`config.mk`:
```
export PLATFORM = sky130hd
export DESIGN_NAME = keypad_lock
export DESIGN_NICKNAME = d
export VERILOG_FILES = /design/src/rtl/lock_pkg.sv /design/src/rtl/buzzer_tone.sv /design/src/rtl/keypad_decoder.sv /design/src/rtl/keypad_lock.sv /design/src/rtl/lock_ctrl.sv /design/src/rtl/lock_regs.sv /design/src/rtl/lockout_timer.sv
export SDC_FILE = /design/constraint.sdc
export NUM_CORES = 1
export LEC_CHECK = 0
export BUFFER_PORTS_ARGS = -buffer_cell sky130_fd_sc_hd__buf_4
export CORE_AREA = 2 2 147 149
export DETAILED_ROUTE_END_ITERATION = 8
export DIE_AREA = 0 0 149 151
export GPL_TIMING_DRIVEN = 1
export PLACE_DENSITY = 0.74
export REMOVE_ABC_BUFFERS = 1
export SYNTH_ARGS = -nofsm -noshare
export SYNTH_HDL_FRONTEND = slang
export SYNTH_SLANG_ARGS = --single-unit
```
`constraint.sdc`:
```
create_clock -name clk -period 3.1 [get_ports clk]
set_input_delay 0 -clock clk [delete_from_list [all_inputs] [get_ports clk]]
set_output_delay 0 -clock clk [all_outputs]
set_load 0.01 [all_outputs]
```
`src/rtl/lock_pkg.sv`:
```
package lock_pkg;

    localparam int CODE_DIGITS = 3;
    localparam int KEY_LINES   = 16;
    localparam int NUM_KEYS    = 13;  // digits 0-9, enter, clear, program
    localparam int TONE_W      = 12;

    typedef logic [3:0]                               digit_t;
    typedef logic [$bits(digit_t)*CODE_DIGITS-1:0]    code_t;  // msd first
    typedef logic [3:0]                               key_t;
    typedef logic [3:0]                               try_t;
    typedef logic [7:0]                               secs_t;
    typedef logic [25:0]                              div_t;  // one second at 50 MHz fits
    typedef logic [4:0]                               addr_t;
    typedef logic [TONE_W-1:0]                        tone_t;

    typedef enum logic [1:0] {
        ENTRY   = 2'd0,
        OPEN    = 2'd1,
        PROGRAM = 2'd2,
        LOCKOUT = 2'd3
    } lock_state_t;

    localparam key_t KEY_ENTER = 4'd10;
    localparam key_t KEY_CLEAR = 4'd11;
    localparam key_t KEY_PROG  = 4'd12;

    localparam addr_t ADDR_SECRET    = 5'h00;
    localparam addr_t ADDR_MAX_TRIES = 5'h04;
    localparam addr_t ADDR_LOCK_SECS = 5'h08;
    localparam addr_t ADDR_TICK_DIV  = 5'h0C;
    localparam addr_t ADDR_STATUS    = 5'h10;

    localparam code_t RST_SECRET    = 12'h246;
    localparam try_t  RST_MAX_TRIES = 4'd3;
    localparam secs_t RST_LOCK_SECS = 8'd60;
    localparam div_t  RST_TICK_DIV  = 26'd49_999_999;

    // half periods and lengths in clock cycles
    localparam tone_t KEY_HALF  = 12'd50;
    localparam tone_t KEY_LEN   = 12'd1000;
    localparam tone_t OK_HALF   = 12'd25;
    localparam tone_t OK_LEN    = 12'd3000;
    localparam tone_t FAIL_HALF = 12'd100;
    localparam tone_t FAIL_LEN  = 12'd1500;

endpackage

```
`src/rtl/buzzer_tone.sv`:
```
module buzzer_tone (
    input  logic clk,
    input  logic rst_n,
    input  logic ev_key,
    input  logic ev_ok,
    input  logic ev_fail,
    output logic buzzer
);

    lock_pkg::tone_t half_lim;  // last count of a half period
    lock_pkg::tone_t len_lim;   // last count of the tone
    lock_pkg::tone_t half_cnt;
    lock_pkg::tone_t dur_cnt;
    logic            active;
    logic            any_ev;

    assign any_ev = ev_key || ev_ok || ev_fail;

    // latest event picks the tone
    always_ff @(posedge clk) begin
        if (ev_ok) begin
            half_lim <= lock_pkg::OK_HALF - 1'b1;
            len_lim  <= lock_pkg::OK_LEN - 1'b1;
        end else if (ev_fail) begin
            half_lim <= lock_pkg::FAIL_HALF - 1'b1;
            len_lim  <= lock_pkg::FAIL_LEN - 1'b1;
        end else if (ev_key) begin
            half_lim <= lock_pkg::KEY_HALF - 1'b1;
            len_lim  <= lock_pkg::KEY_LEN - 1'b1;
        end
    end

    always_ff @(posedge clk or negedge rst_n) begin
        if (!rst_n) begin
            active   <= 1'b0;
            buzzer   <= 1'b0;
            half_cnt <= '0;
            dur_cnt  <= '0;
        end else if (any_ev) begin  // restart from the top
            active   <= 1'b1;
            buzzer   <= 1'b1;
            half_cnt <= '0;
            dur_cnt  <= '0;
        end else if (active) begin
            if (dur_cnt == len_lim) begin
                active <= 1'b0;
                buzzer <= 1'b0;  // tone over, rest low
            end else begin
                dur_cnt <= dur_cnt + 1'b1;
                if (half_cnt == half_lim) begin
                    half_cnt <= '0;
                    buzzer   <= ~buzzer;
                end else begin
                    half_cnt <= half_cnt + 1'b1;
                end
            end
        end
    end

endmodule

```
`src/rtl/keypad_decoder.sv`:
```
module keypad_decoder (
    input  logic                            clk,
    input  logic                            rst_n,
    input  logic [lock_pkg::KEY_LINES-1:0]  onehot,
    output logic                            key_valid,
    output lock_pkg::key_t                  key_code
);

    logic [lock_pkg::KEY_LINES-1:0] onehot_q;  // sampled keypad lines
    logic [lock_pkg::KEY_LINES-1:0] onehot_d;  // previous sample
    logic [lock_pkg::NUM_KEYS-1:0]  mapped;
    logic                           single_hot;
    logic                           press;
    lock_pkg::key_t                 code_nxt;

    assign mapped     = onehot_q[lock_pkg::NUM_KEYS-1:0];
    assign single_hot = (mapped != '0) && ((mapped & (mapped - 1'b1)) == '0);
    // rising from idle to one legal key, nothing on 13-15
    assign press      = (onehot_d == '0) && single_hot &&
                        (onehot_q[lock_pkg::KEY_LINES-1:lock_pkg::NUM_KEYS] == '0);

    always_comb begin
        code_nxt = '0;
        for (int i = 0; i < lock_pkg::NUM_KEYS; i++) begin
            if (mapped[i]) begin
                code_nxt = 4'(i);  // bit index is the key code
            end
        end
    end

    always_ff @(posedge clk or negedge rst_n) begin
        if (!rst_n) begin
            onehot_q  <= '0;
            onehot_d  <= '0;
            key_valid <= 1'b0;
        end else begin
            onehot_q  <= onehot;
            onehot_d  <= onehot_q;
            key_valid <= press;
        end
    end

    always_ff @(posedge clk) begin
        if (press) begin
            key_code <= code_nxt;
        end
    end

    // a press needs a return to idle before the next one
    assert property (@(posedge clk) disable iff (!rst_n) key_valid |=> !key_valid);

endmodule

```
`src/rtl/keypad_lock.sv`:
```
module keypad_lock (
    input  logic                           clk,
    input  logic                           rst_n,
    input  logic                           psel,
    input  logic                           penable,
    input  logic                           pwrite,
    input  lock_pkg::addr_t                paddr,
    input  logic [31:0]                    pwdata,
    output logic [31:0]                    prdata,
    output logic                           pready,
    output logic                           pslverr,
    input  logic [lock_pkg::KEY_LINES-1:0] onehot,
    output lock_pkg::code_t                entry,
    output logic [1:0]                     digit_count,
    output logic                           unlocked,
    output logic                           lockout,
    output logic                           buzzer
);

    logic                  key_valid;
    lock_pkg::key_t        key_code;
    lock_pkg::code_t       secret;
    lock_pkg::code_t       new_secret;
    lock_pkg::try_t        max_tries;
    lock_pkg::try_t        tries;
    lock_pkg::secs_t       lock_secs;
    lock_pkg::secs_t       remaining;
    lock_pkg::div_t        tick_div;
    lock_pkg::lock_state_t state;
    logic                  secret_wr;
    logic                  lock_start;
    logic                  lock_done;
    logic                  ev_key;
    logic                  ev_ok;
    logic                  ev_fail;

    keypad_decoder u_dec (
        .clk, .rst_n, .onehot, .key_valid, .key_code
    );

    lock_ctrl u_ctrl (
        .clk, .rst_n, .key_valid, .key_code, .secret, .max_tries, .lock_done,
        .entry, .digit_count, .unlocked, .lockout, .tries, .state,
        .lock_start, .secret_wr, .new_secret, .ev_key, .ev_ok, .ev_fail
    );

    lockout_timer u_timer (
        .clk, .rst_n, .lock_start, .lock_secs, .tick_div, .remaining, .lock_done
    );

    buzzer_tone u_buzz (
        .clk, .rst_n, .ev_key, .ev_ok, .ev_fail, .buzzer
    );

    lock_regs u_regs (
        .clk, .rst_n, .psel, .penable, .pwrite, .paddr, .pwdata, .prdata,
        .pready, .pslverr, .secret_wr, .new_secret, .state, .tries, .remaining,
        .secret, .max_tries, .lock_secs, .tick_div
    );

endmodule

```
`src/rtl/lock_ctrl.sv`:
```
module lock_ctrl (
    input  logic                  clk,
    input  logic                  rst_n,
    input  logic                  key_valid,
    input  lock_pkg::key_t        key_code,
    input  lock_pkg::code_t       secret,
    input  lock_pkg::try_t        max_tries,
    input  logic                  lock_done,
    output lock_pkg::code_t       entry,
    output logic [1:0]            digit_count,
    output logic                  unlocked,
    output logic                  lockout,
    output lock_pkg::try_t        tries,
    output lock_pkg::lock_state_t state,
    output logic                  lock_start,
    output logic                  secret_wr,
    output lock_pkg::code_t       new_secret,
    output logic                  ev_key,
    output logic                  ev_ok,
    output logic                  ev_fail
);

    logic           is_digit;
    logic           is_enter;
    logic           is_clear;
    logic           is_prog;
    logic           buf_full;
    logic           store;
    lock_pkg::try_t tries_inc;

    assign is_digit  = key_valid && (key_code < lock_pkg::KEY_ENTER);
    assign is_enter  = key_valid && (key_code == lock_pkg::KEY_ENTER);
    assign is_clear  = key_valid && (key_code == lock_pkg::KEY_CLEAR);
    assign is_prog   = key_valid && (key_code == lock_pkg::KEY_PROG);
    assign buf_full  = (digit_count == 2'(lock_pkg::CODE_DIGITS));
    assign store     = (state == lock_pkg::PROGRAM) && is_enter && buf_full;
    assign tries_inc = tries + 1'b1;

    always_ff @(posedge clk or negedge rst_n) begin
        if (!rst_n) begin
            state       <= lock_pkg::ENTRY;
            entry       <= '0;
            digit_count <= '0;
            unlocked    <= 1'b0;
            lockout     <= 1'b0;
            tries       <= '0;
            lock_start  <= 1'b0;
            secret_wr   <= 1'b0;
            ev_key      <= 1'b0;
            ev_ok       <= 1'b0;
            ev_fail     <= 1'b0;
        end else begin
            lock_start <= 1'b0;
            secret_wr  <= 1'b0;
            ev_key     <= 1'b0;
            ev_ok      <= 1'b0;
            ev_fail    <= 1'b0;

            // extra digits past the third are dropped
            if (is_digit && !buf_full &&
                (state == lock_pkg::ENTRY || state == lock_pkg::PROGRAM)) begin
                entry       <= {entry[7:0], key_code};
                digit_count <= digit_count + 1'b1;
                ev_key      <= 1'b1;
            end

            case (state)
                lock_pkg::ENTRY: begin
                    if (is_clear) begin
                        entry       <= '0;
                        digit_count <= '0;
                    end else if (is_enter && buf_full) begin
                        entry       <= '0;
                        digit_count <= '0;
                        if (entry == secret) begin
                            state    <= lock_pkg::OPEN;
                            unlocked <= 1'b1;
                            tries    <= '0;
                            ev_ok    <= 1'b1;
                        end else begin
                            tries   <= tries_inc;
                            ev_fail <= 1'b1;
                            if (tries_inc >= max_tries) begin  // out of tries
                                state      <= lock_pkg::LOCKOUT;
                                lockout    <= 1'b1;
                                lock_start <= 1'b1;
                            end
                        end
                    end
                end
                lock_pkg::OPEN: begin
                    if (is_clear) begin  // relock
                        state       <= lock_pkg::ENTRY;
                        unlocked    <= 1'b0;
                        entry       <= '0;
                        digit_count <= '0;
                    end else if (is_prog) begin
                        state <= lock_pkg::PROGRAM;
                    end
                end
                lock_pkg::PROGRAM: begin
                    if (is_clear) begin  // abandon, keep old secret
                        state       <= lock_pkg::OPEN;
                        entry       <= '0;
                        digit_count <= '0;
                    end else if (store) begin
                        state       <= lock_pkg::OPEN;
                        secret_wr   <= 1'b1;
                        ev_ok       <= 1'b1;
                        entry       <= '0;
                        digit_count <= '0;
                    end
                end
                default: begin  // lockout, keys ignored
                    if (lock_done) begin
                        state       <= lock_pkg::ENTRY;
                        lockout     <= 1'b0;
                        tries       <= '0;
                        entry       <= '0;
                        digit_count <= '0;
                    end
                end
            endcase
        end
    end

    always_ff @(posedge clk) begin
        if (store) begin
            new_secret <= entry;
        end
    end

    assert property (@(posedge clk) disable iff (!rst_n) !(unlocked && lockout));
    // limit comes from the register block
    assert property (@(posedge clk) disable iff (!rst_n) tries <= max_tries);

endmodule

```
`src/rtl/lock_regs.sv`:
```
module lock_regs (
    input  logic                  clk,
    input  logic                  rst_n,
    input  logic                  psel,
    input  logic                  penable,
    input  logic                  pwrite,
    input  lock_pkg::addr_t       paddr,
    input  logic [31:0]           pwdata,
    output logic [31:0]           prdata,
    output logic                  pready,
    output logic                  pslverr,
    input  logic                  secret_wr,
    input  lock_pkg::code_t       new_secret,
    input  lock_pkg::lock_state_t state,
    input  lock_pkg::try_t        tries,
    input  lock_pkg::secs_t       remaining,
    output lock_pkg::code_t       secret,
    output lock_pkg::try_t        max_tries,
    output lock_pkg::secs_t       lock_secs,
    output lock_pkg::div_t        tick_div
);

    logic        wr_en;
    logic        addr_hit;
    logic [31:0] status_word;

    assign pready      = 1'b1;  // zero wait states
    assign wr_en       = psel && penable && pwrite;
    assign status_word = {16'h0, remaining, tries, 2'b00, state};

    always_comb begin
        prdata   = '0;
        addr_hit = 1'b1;
        case (paddr)
            lock_pkg::ADDR_SECRET:    prdata = '0;  // never read back
            lock_pkg::ADDR_MAX_TRIES: prdata = {28'h0, max_tries};
            lock_pkg::ADDR_LOCK_SECS: prdata = {24'h0, lock_secs};
            lock_pkg::ADDR_TICK_DIV:  prdata = {6'h0, tick_div};
            lock_pkg::ADDR_STATUS:    prdata = status_word;
            default:                  addr_hit = 1'b0;
        endcase
    end

    // unmapped, or a write to the read-only status
    assign pslverr = psel && penable &&
                     (!addr_hit || (pwrite && paddr == lock_pkg::ADDR_STATUS));

    always_ff @(posedge clk or negedge rst_n) begin
        if (!rst_n) begin
            secret    <= lock_pkg::RST_SECRET;
            max_tries <= lock_pkg::RST_MAX_TRIES;
            lock_secs <= lock_pkg::RST_LOCK_SECS;
            tick_div  <= lock_pkg::RST_TICK_DIV;
        end else begin
            if (secret_wr) begin  // keypad beats the bus
                secret <= new_secret;
            end else if (wr_en && paddr == lock_pkg::ADDR_SECRET) begin
                secret <= pwdata[11:0];
            end
            if (wr_en && paddr == lock_pkg::ADDR_MAX_TRIES) begin
                max_tries <= pwdata[3:0];
            end
            if (wr_en && paddr == lock_pkg::ADDR_LOCK_SECS) begin
                lock_secs <= pwdata[7:0];
            end
            if (wr_en && paddr == lock_pkg::ADDR_TICK_DIV) begin
                tick_div <= pwdata[25:0];
            end
        end
    end

    // error only in an access phase that followed its setup phase
    assert property (@(posedge clk) disable iff (!rst_n)
        pslverr |-> (penable && $past(psel && !penable)));

endmodule

```
`src/rtl/lockout_timer.sv`:
```
module lockout_timer (
    input  logic            clk,
    input  logic            rst_n,
    input  logic            lock_start,
    input  lock_pkg::secs_t lock_secs,
    input  lock_pkg::div_t  tick_div,
    output lock_pkg::secs_t remaining,
    output logic            lock_done
);

    lock_pkg::div_t presc;   // cycles within the current second
    logic           active;
    logic           tick;

    assign tick = active && (presc == tick_div);

    always_ff @(posedge clk or negedge rst_n) begin
        if (!rst_n) begin
            presc     <= '0;
            active    <= 1'b0;
            remaining <= '0;
            lock_done <= 1'b0;
        end else begin
            lock_done <= 1'b0;
            if (lock_start) begin  // (re)load the countdown
                presc     <= '0;
                remaining <= lock_secs;
                active    <= 1'b1;
            end else if (tick) begin
                presc <= '0;
                if (remaining <= 8'd1) begin  // last second gone
                    remaining <= '0;
                    active    <= 1'b0;
                    lock_done <= 1'b1;
                end else begin
                    remaining <= remaining - 1'b1;
                end
            end else if (active) begin
                presc <= presc + 1'b1;
            end
        end
    end

    assert property (@(posedge clk) disable iff (!rst_n) lock_done |-> (remaining == '0));

endmodule

```
* Word-level counts from Yosys, hierarchy flattened
Index checks and enable logic that the tools add are counted.
** Storage, ports and cells
- Register bits :: 202
- Logic and storage cells :: 227
- Output and inout port bits :: 51
- Bits of input ports :: 58
** Cells by class
- Reduce and logical (&&, ||, !) cells :: 54
- Mux-type cells :: 104
- $add $sub $neg :: 7
- Bitwise operators :: 3
- Equality and inequality tests :: 24
- $lt $le $gt $ge :: 3
** Operators with widths (number)
- $mux 12 :: 18
- $pmux 26 s4 :: 1
- $mux 26 :: 3
- $mux 1 :: 40
- $mux 4 :: 10
- $pmux 12 s3 :: 1
- $mux 2 :: 16
- $add 26x1->26 const B :: 1
- $eq 26x26->1 :: 1
- $add 12x1->12 const B :: 2
- $eq 12x12->1 :: 2
- $mux 8 :: 3
- $logic_and 1x1->1 :: 21
- $logic_not 16->1 :: 1
- $mux 7 :: 2
- $reduce_bool 2->1 :: 7
- $and 13x13->13 :: 1
- $logic_not 13->1 :: 1
- $reduce_bool 13->1 :: 1
- $sub 13x1->13 const B :: 1
- $eq 12x7->1 :: 1
- $eq 4x4->1 const B :: 3
- $mux 3 :: 4
- $pmux 2 s3 :: 2
- 31 further kinds :: 52

* Depth between registers and ports, before layout
Gate-level depths: netlist of the first run.
- Depth after elaboration :: 11
- Depth in mapped cells :: 10
- Mapped depth without buffers :: 8

* Cells and area by module
From an unflattened synthesis of the first run, not the netlist that was laid out.
** Second synthesis, totals
- Cell total of the unflattened synthesis :: 903
- Area, all modules :: 9831.9 um^2
** Modules (own cells, without submodules)
- lock_regs :: area each 2626.3 um^2, cells an instance 221, times used 1, seq. area each 1286.2 um^2
- lockout_timer :: area each 2217.1 um^2, cells an instance 231, times used 1, seq. area each 900.9 um^2
- lock_ctrl :: area each 1946.9 um^2, cells an instance 164, times used 1, seq. area each 1036.0 um^2
- buzzer_tone :: area each 1784.2 um^2, cells an instance 199, times used 1, seq. area each 790.8 um^2
- keypad_decoder :: area each 1257.5 um^2, cells an instance 88, times used 1, seq. area each 945.9 um^2

* Least setup slack after synthesis of the first run
Ideal clock, no wire load.
- Kind :: reg-to-reg
- Start point :: reg u_dec.onehot_q[3] (netlist bit)
- End point :: reg u_dec.key_code[0] (enable)
- Library setup time :: 0.354 ns
- Required time :: 2.746 ns
- Setup slack :: 0.711 ns
- Period minus slack after synthesis :: 2.389 ns
- Cell stages (with the launch flop) :: 7
- Data arrival time :: 2.035 ns
- Cells stage by stage :: dfrtp_1 > or4_4 > o31a_1 > or3_1 > a21oi_1 > o21ai_1 > a31oi_1
** On the way
- Longest elaborated chain between the ends :: 6
- Elaborated cells between the ends (all ways) :: 7
- Classes of those cells :: add/sub: 1; bitwise: 1; reduce/logical: 5
** RTL lines
- from (decl) :: RTL line keypad_decoder.sv:9 : logic [lock_pkg::KEY_LINES-1:0] onehot_q;
- from (signal assigned) :: RTL line keypad_decoder.sv:37 : onehot_q <= onehot;
- $sub 13x1->13 :: RTL line keypad_decoder.sv:17 : assign single_hot = (mapped != '0) && ((mapped & (mapped - 1'b1)) == '0);
- $and 13x13->13 :: RTL line keypad_decoder.sv:17
- $logic_not 13->1 :: RTL line keypad_decoder.sv:17
- $logic_and 1x1->1 (*) :: RTL line keypad_decoder.sv:17
- $logic_and 1x1->1 (*) (2 in series) :: RTL line keypad_decoder.sv:19 : assign press = (onehot_d == '0) && single_hot &&
- via u_dec.press :: RTL line keypad_decoder.sv:13 : logic press;
- to (signal assigned) :: RTL line keypad_decoder.sv:45 : key_code <= code_nxt;
- to (decl) :: RTL line keypad_decoder.sv:6 : output lock_pkg::key_t key_code
Mark *: on every way through the listed nets, which the timed path passes. The rest lies on a longest branch.
A chain may end at the register's enable or synchronous reset.

* Worst setup path in the final report of the first run
- Start point :: reg u_dec.onehot_q[4] (netlist bit)
- End point :: reg u_dec.key_code[1] (enable)
Same word-level chain as after synthesis.

==> results.cfg, run 1 <==
[status]
status = finished clean

[timing]
hold_ws_ns = 0.0333
tightest_slew_ns = 0.767
drv_slew = 0
rsz0062_at_grt = false
final.period_utilization_pct = 83.4
finalWorstSetupSlack_ns = 0.516
clock_skew_ns = 0.0155
finalSetupViolations = 0
max_freq_mhz = 387
hold_viol_final = 0
period_needed_ns = 2.58
fin_tns_setup_ns = 0
slew_headroom_pct = 48.6

[logic_synthesis]
ys_seq_area_share_pct = 53.3
synth_edf_count = 16
avgSynthCellArea_sq_um = 10.6
synth-xor-area-share_pct = 7.81
synth_top_family_by_area = simple AND/OR/NAND/NOR gates
netlist_area_sq_mm = 0.00931
netlist_top_cells_count = dfrtp_1, nand2_1, nor2_1
synthAdderAreaFrac_pct = 2.02
synth.most_common_cell = dfrtp_1
async_reset_ff_share_pct = 88.2
synthSimpleGateAreaFrac_pct = 18.3
ys_ff_latch = 195
synthMuxAreaShare_pct = 6.34
synth_top_area_share_pct = 38.7
synthFlopType = dfrtp_1
synth_top_cell_by_area = dfrtp_1
synth_compound_area_share_pct = 9.58
synthCells = 879
ys_warn_count = 0
ys_types = 68
synthTopCellsByArea = dfrtp_1, dfstp_2, edfxtp_1

[drt]
first_iter_violations = 513
drt_wl_total_um = 21300
ant_nets = 0
first_pass_iters = 4
vias = 7061
drcViolationCount = 0
viasPerCell = 5.39
wl_per_cell_um = 16.3

[power]
swShare_pct = 26.4
p_int_mw = 3.98
irDropWorstVdd_mv = 0.341
p_leak_nw = 5.03
p_seq_share_pct = 50.6
power_density_mw_per_mm2 = 474
combPwrFrac_pct = 6.2
clockPowerShare_pct = 43.2
netSwitchingPower_mw = 1.43

[die]
core_sq_mm = 0.0208
die_height_um = 151
num_io_pins = 109
start_util_pct = 44.7
die-area_sq_mm = 0.0225
die_w_um = 149
num_rows = 53

[global_routing]
grt_max_degree = 76
track_usage_pct = 19.6
grt_pass1_wl_um = 34700
antenna_found_initial = 0
first_global_vias = 6929
grt_remaining_overflow = 0

[min_path]
hold_path_class = in2reg

[clocking]
ctsRootBufferMaster = clkbuf_16
cts-hold-fix-buffers = 48
cts_setup_buffers = 0
htree_levels = 4
clk_pin_slew_ns = 0.09
cts.repair.resized = 0
cts_tree = built
cts_buffers = 17
clock_path_buffers = 2
cts_sinks = 195
insertion_delay_ns = 0.45

[worst_setup_path]
crit_type = reg2reg
critPathMaxFanout = 8
critPathRequiredTime_ns = 3.19
crit_path_end_kind = register
worstPathArrival_ns = 2.67
r2r_setup_slack_ns = 0.52
worst_setup_path_start_kind = register

[place]
io_buffer_count = 95
dp_slack_ns = 0.540
hpwl_um = 14600
gp_congestion = 0.887

[final_layout]
multi_input_area_sq_mm = 0.00413
diodes = 0
seqCellArea_sq_mm = 0.00496
nNetsFinal = 1094
area_growth_pct = 22.8
drive_above_1_share_pct = 21.9
n_fill_cell = 1776

[flow_run]
drv_cap = 0
[final timing paths]
path                                                   start                         endpoint  cells after the start
min in group asynchronous                              rst_n    u_timer.presc[25]$_DFFE_PN0P_                      2
worst min register to register  u_dec.onehot_q[15]$_DFF_PN0_     u_dec.onehot_d[15]$_DFF_PN0_                      0
max in group asynchronous                              rst_n     u_timer.presc[6]$_DFFE_PN0P_                      3
worst min-delay path                                paddr[3]  u_regs.max_tries[1]$_DFFE_PN1P_                      3
worst max-delay path             u_dec.onehot_q[4]$_DFF_PN0_  u_dec.key_code[1]$_SDFFCE_PP0P_                      6
worst max register to register   u_dec.onehot_q[4]$_DFF_PN0_  u_dec.key_code[1]$_SDFFCE_PP0P_                      6
[final cells by class]
type,instances,area share (%)
Sequential cell,195,43.4
Multi-Input combinational cell,635,36.1
Timing Repair Buffer,154,11.3
Clock buffer,17,3.72
Tap cell,275,3.01
Clock inverter,15,1.88
Inverter,18,0.591
[logic make-up (layout without fill, tap and decap cells)]
| family | count (synthesis) | in the layout |
|---|---|---|
| multiplexers | 54 | 54 |
| adder cells (fa/ha/maj) | 15 | 15 |
| buffers and inverters | 54 | 204 |
| XOR/XNOR | 83 | 83 |
| AO/OA/AOI/OAI | 140 | 140 |
| AND/OR/NAND/NOR | 336 | 336 |
| other | 2 | 7 |
| flip-flops | 195 | 195 |
[power by group through the flow]
| stage | combinational [mW] | clock [mW] | sequential (mW) |
|---|---|---|---|
| finish | 0.334 | 2.34 | 2.74 |
| global route | 0.373 | 2.47 | 2.75 |
| CTS | 0.339 | 2.36 | 2.74 |
| detailed placement | 0.288 | 0 | 2.79 |
| global placement | 0.284 | 0 | 2.78 |
| floorplan | 0.145 | 0 | 2.76 |
[cell usage in the layout, fill, tap and decap left out, types with 18 or more instances in the layout]
cell	count
a21oi_1	40
xnor2_1	52
inv_1	18
mux2_2	40
buf_4	104
dfstp_2	28
dlygate4sd3_1	48
nand3_1	27
nand2_1	102
xor2_1	31
o21ai_0	37
nor2_1	78
dfrtp_1	144
[per-layer routing]
layer,up-vias,track usage (%),wire [um]
met5,-,0,0
met4,0,6.38,371
met3,30,3.43,939
met2,193,32.5,10800
met1,3462,26.2,9280
li1,3376,-,-
[critical path, stage by stage (launching register included)]
cell and delay, ns:
dfrtp_1 0.48, or4_4 0.57, o31a_1 0.25, or3_1 0.30, a21oi_1 0.14, o21ai_1 0.07, a31oi_1 0.43
[per-stage QoR]
stage	area (sq um)	std cells	util, %	power (mW)
detailed placement	10300	1229	49.5	3.08
CTS	11400	1309	54.9	5.44
global placement	10300	1229	49.5	3.07
finish	11400	1309	54.9	5.41
floorplan	9160	848	-	2.91
global route	11400	1309	54.9	5.59
[registers in the layout (all words and copies together), names as in the netlist, 8 cells and up]
signal,count
u_ctrl.entry,12
u_timer.presc,26
u_regs.secret,12
u_timer.remaining,8
u_regs.tick_div,26
u_buzz.dur_cnt,12
u_dec.onehot_d,16
u_ctrl.new_secret,12
u_buzz.half_cnt,12
u_dec.onehot_q,16
u_regs.lock_secs,8
(Power assumes the default switching activity.)
==> run 2, diff against run 1 <==
- PLACE_DENSITY: 0.74 -> 0.76
- clock period: 3.1 -> 2.1 ns (I/O delays scaled with it)
==> results.cfg, run 2 (same netlist as run 1, synthesis figures left out) <==
[status]
status = finished with violations
violations = setup timing

[final_layout]
diodes = 0
final_common_cell = buf_4
mostFrequentLayoutCells = buf_4, dfrtp_1, nand2_1, nor2_1, xnor2_1
top_regs = u_regs.tick_div: 26 flops, u_timer.presc: 26 flops
nNetsFinal = 1151
area_growth_pct = 28.3
drive_above_1_share_pct = 28.0
n_fill_cell = 1729

[place]
io_buffer_count = 95
gp_congestion = 0.886
hpwl_um = 15500

[timing]
finalWorstSetupSlack_ns = -0.244
hold_viol_final = 0
finalSetupViolations = 5
tightest_slew_ns = 0.691
fin_tns_setup_ns = -0.995
hold_ws_ns = 0.0298
max_freq_mhz = 427
clock_skew_ns = 0.0136
slew_headroom_pct = 53.9
drv_slew = 0
rsz0062_at_grt = true
final.period_utilization_pct = 112
period_needed_ns = 2.34

[power]
power_density_mw_per_mm2 = 659
irDropWorstVdd_mv = 0.542
p_leak_nw = 5.36

[worst_setup_path]
worst_setup_path_start_kind = register
worstPathArrival_ns = 2.50
critPathMaxFanout = 5
crit_type = reg2reg
ff2ff_path_depth = 7
r2r-start = u_dec.onehot_q[1]$_DFF_PN0_
crit_path_end_kind = register
r2r_setup_slack_ns = -0.24
r2r-end = u_dec.key_code[0]$_SDFFCE_PP0P_
critPathRequiredTime_ns = 2.26

[global_routing]
grt_pass1_wl_um = 36600
track_usage_pct = 20.6
grt_remaining_overflow = 0
grt_max_degree = 62
antenna_found_initial = 0
first_global_vias = 7252

[drt]
ant_nets = 0
drt_wl_total_um = 23100
vias = 7343
drcViolationCount = 0
first_iter_violations = 434
wl_per_cell_um = 16.9
viasPerCell = 5.38
first_pass_iters = 5

[die]
num_io_pins = 109
die_height_um = 151
num_rows = 53
core_sq_mm = 0.0208
start_util_pct = 44.7
die-area_sq_mm = 0.0225
die_w_um = 149

[clocking]
clock_path_buffers = 2
cts_buffers = 17
ctsRootBufferMaster = clkbuf_16
cts_tree = built
insertion_delay_ns = 0.44
clk_pin_slew_ns = 0.08
cts_sinks = 195
htree_levels = 4

[min_path]
worstHoldPathCells = 5
min_to = u_regs.max_tries[1]$_DFFE_PN1P_
min_from = paddr[3]
hold_path_class = in2reg

[flow_run]
drv_cap = 0
## run 2: per-stage QoR
stage	std cells	area [sq um]	util [%]	total power, mW	setup WS, ns
floorplan	848	9160	-	4.29	-0.289
global route	1366	11900	57.4	8.16	-0.347
finish	1366	11900	57.4	7.88	-0.244
global placement	1284	10700	51.6	4.56	-0.184
CTS	1360	11800	56.6	7.89	-0.151
detailed placement	1284	10700	51.6	4.58	-0.177
## run 2: routing by layer
layer	share of wire, %	vias to the layer above	track usage (%)
li1	-	3487	-
met4	2.9	0	7.00
met3	3.9	47	3.77
met1	43	3613	26.6
met2	51	196	35.1
met5	0	-	0
## run 2: repair_timing
action	CTS	global route
cloned	0	1
endpoints found under the hold margin	123	0
pin swaps	6	13
buffers inserted	1	5
resized for setup	2	21
setup endpoints to repair	11	50
hold buffers	43	0
## run 2: critical path, stage by stage, from the launching register on
cell	delay [ns]
dfrtp_1	0.38
or4_4	0.53
o31a_1	0.25
or3_4	0.33
a21oi_2	0.15
o21ai_1	0.08
a31oi_1	0.18
buf_4	0.16
## run 2: cell type report
class	instances	area [sq um]	area share, %
Clock buffer	17	425	3.56
Clock inverter	15	179	1.50
Inverter	18	71.3	0.597
Multi-Input combinational cell	635	4240	35.5
Sequential cell	195	4960	41.5
Tap cell	275	344	2.88
Timing Repair Buffer	210	1720	14.4
Timing Repair inverter	1	7.51	0.0628
## run 2: where the power goes
part	switching, mW	leakage, nW	internal [mW]
clock	1.65	0.297	1.63
combinational	0.270	2.68	0.295
sequential	0.0996	2.38	3.94
## run 2: worst max path at each step
stage / startpoint / to / slack (ns) / depth (start not counted)
final: u_dec.onehot_q[1]$_DFF_PN0_ / u_dec.key_code[0]$_SDFFCE_PP0P_ / -0.24 / 7
after global routing: u_dec.onehot_q[1]$_DFF_PN0_ / u_dec.key_code[1]$_SDFFCE_PP0P_ / -0.35 / 7
after CTS: u_dec.onehot_q[3]$_DFF_PN0_ / u_dec.key_code[0]$_SDFFCE_PP0P_ / -0.15 / 7
after detailed placement: u_dec.onehot_q[3]$_DFF_PN0_ / u_dec.key_code[0]$_SDFFCE_PP0P_ / -0.18 / 7
after global placement: u_dec.onehot_q[3]$_DFF_PN0_ / u_dec.key_code[0]$_SDFFCE_PP0P_ / -0.18 / 7
after floorplan: u_dec.onehot_q[3]$_DFF_PN0_ / u_dec.key_code[0]$_SDFFCE_PP0P_ / -0.29 / 6
==> run 3, diff against run 2 <==
- CORE_AREA: 2 2 147 149 -> 2 2 151 153
- DIE_AREA: 0 0 149 151 -> 0 0 153 155
- SYNTH_HIERARCHICAL: default -> 1
==> results.cfg, run 3 <==
[drt]
first_pass_iters = 6
first_iter_violations = 520
viasPerCell = 5.55
drt_wl_total_um = 24000
vias = 7625
drcViolationCount = 0
wl_per_cell_um = 17.4
ant_nets = 0

[die]
num_io_pins = 109
die_height_um = 155
die-area_sq_mm = 0.0237
start_util_pct = 44.2
die_w_um = 153
core_sq_mm = 0.0222
num_rows = 55

[timing]
finalSetupViolations = 0
hold_viol_final = 0
drv_slew = 0
fin_tns_setup_ns = 0
clock_skew_ns = 0.0165
tightest_slew_ns = 0.670
slew_headroom_pct = 55.3
rsz0062_at_grt = true
final.period_utilization_pct = 99.5
period_needed_ns = 2.09
max_freq_mhz = 479
hold_ws_ns = 0.0794

[clocking]
cts_sinks = 195
insertion_delay_ns = 0.44
clock_path_buffers = 2
cts_buffers = 17
clk_pin_slew_ns = 0.08
cts_tree = built
htree_levels = 4
ctsRootBufferMaster = clkbuf_16

[global_routing]
grt_pass1_wl_um = 39300
grt_max_degree = 100
antenna_found_initial = 0
first_global_vias = 7627
grt_remaining_overflow = 0
track_usage_pct = 20.5

[logic_synthesis]
netlist_top_cells_count = dfrtp_1, nor2_1, nand2_1
synth_top_cell_by_area = dfrtp_1
synth_edf_count = 16
ys_ff_latch = 195
ys_warn_count = 6
ys_seq_area_share_pct = 50.4
ys_types = 89
synth_top_area_share_pct = 36.7
avgSynthCellArea_sq_um = 10.9
synth.most_common_cell = dfrtp_1
synthFlopType = dfrtp_1
async_reset_ff_share_pct = 88.2
netlist_area_sq_mm = 0.00983
synthTopCellsByArea = dfrtp_1, dfstp_2, edfxtp_1
synthCells = 903

[worst_setup_path]
critPathRequiredTime_ns = 2.43
critPathMaxFanout = 12
worstPathArrival_ns = 2.42
cpPeakStageDelay_ns = 0.43
critical-path-slowest-cell = dfrtp_1
crit_path_end_kind = register
path_cells = xnor2_1, nand4_1, nor4_1, and4_2, buf_12, a311oi_1, a221o_1
crit_type = reg2reg
worst_setup_path_start_kind = register

[flow_run]
drv_cap = 0

[power]
power_density_mw_per_mm2 = 644
finalPower_mw = 7.87
irDropWorstVdd_mv = 0.530
p_leak_nw = 5.66

[final_layout]
area_growth_pct = 24.2
top_regs = u_regs/tick_div: 26 flops, u_timer/presc: 26 flops
nNetsFinal = 1150
diodes = 0
mostFrequentLayoutCells = buf_4, dfrtp_1, nor2_1, nand2_1
drive_above_1_share_pct = 27.3

[min_path]
hold_path_class = in2async

[place]
hpwl_um = 16700
gp_congestion = 0.909
io_buffer_count = 95

[status]
status = finished clean
## run 3: repair_timing
| action | CTS | global route |
|---|---|---|
| gates resized for setup | 1 | 9 |
| buffers inserted | 1 | 2 |
| endpoints found under the hold margin | 226 | 0 |
| pin swaps | 1 | 3 |
| cloned | 0 | 0 |
| hold buffers | 43 | 0 |
| setup endpoints to repair | 16 | 37 |
## run 3: kinds of logic after synthesis
logic type	synth area share (%)
XOR/XNOR	6.59
AO/OA/AOI/OAI	10.8
buffers and inverters	3.70
multiplexers	7.02
AND/OR/NAND/NOR	19.4
other	0.0764
flip-flops	50.4
adder cells (fa/ha/maj)	1.91
## run 3: metrics by stage
stage                     std cells  utilization [%]  setup slack (ns)  instance area, sq um
after floorplan                 866                -            -0.311                  9580
after global placement         1297             50.0            0.0311                 11100
after detailed placement       1297             50.0          -0.00524                 11100
after CTS                      1373             54.7           0.00680                 12100
after global routing           1375             54.9           -0.0631                 12200
final                          1375             54.9            0.0106                 12200
## run 3: area by class of cell
cell class / count / area [sq um]
Fill cell: 1861 / 10000
Multi-Input combinational cell: 646 / 4580
Sequential cell: 195 / 4960
Timing Repair Buffer: 192 / 1630
Inverter: 25 / 93.8
Tap cell: 285 / 357
Clock inverter: 14 / 161
Clock buffer: 18 / 429
## run 3: worst max-delay path, delay by kind of cell, from the launching register on
family / cells / cell delay (ns)
buf+inv: 1 / 0.14
flops: 1 / 0.43
simple gates: 3 / 0.76
compound gates: 2 / 0.37
xor+xnor: 1 / 0.27
## run 3: report_power, final
group,internal [mW],switching [mW]
Sequential,3.95,0.118
Combinational,0.303,0.264
Clock,1.61,1.63
## run 3: routing by layer
layer / share of wire [%] / vias to the layer above / GRT usage, %
li1: - / 3606 / -
met1: 43 / 3739 / 26.2
met2: 48 / 231 / 34.0
met3: 5.6 / 49 / 5.52
met4: 2.9 / 0 / 7.32
met5: 0 / - / 0
## run 3: final timing paths
path                                                          to                          start  slack (ns)  cells after the start
worst max-delay path            u_timer/remaining[5]$_DFFE_PN0P_  u_timer/presc[15]$_DFFE_PN0P_        0.01                      7
max in group asynchronous         u_regs/tick_div[6]$_DFFE_PN1P_                          rst_n        1.47                      3
worst min register to register      u_dec/onehot_d[14]$_DFF_PN0_   u_dec/onehot_q[14]$_DFF_PN0_        0.38                      0
worst min-delay path             u_regs/lock_secs[3]$_DFFE_PN1P_                          rst_n        0.08                      2
min in group clk                    u_regs/secret[9]$_DFFE_PN1P_                       paddr[2]        0.11                      5
worst max register to register  u_timer/remaining[5]$_DFFE_PN0P_  u_timer/presc[15]$_DFFE_PN0P_        0.01                      7
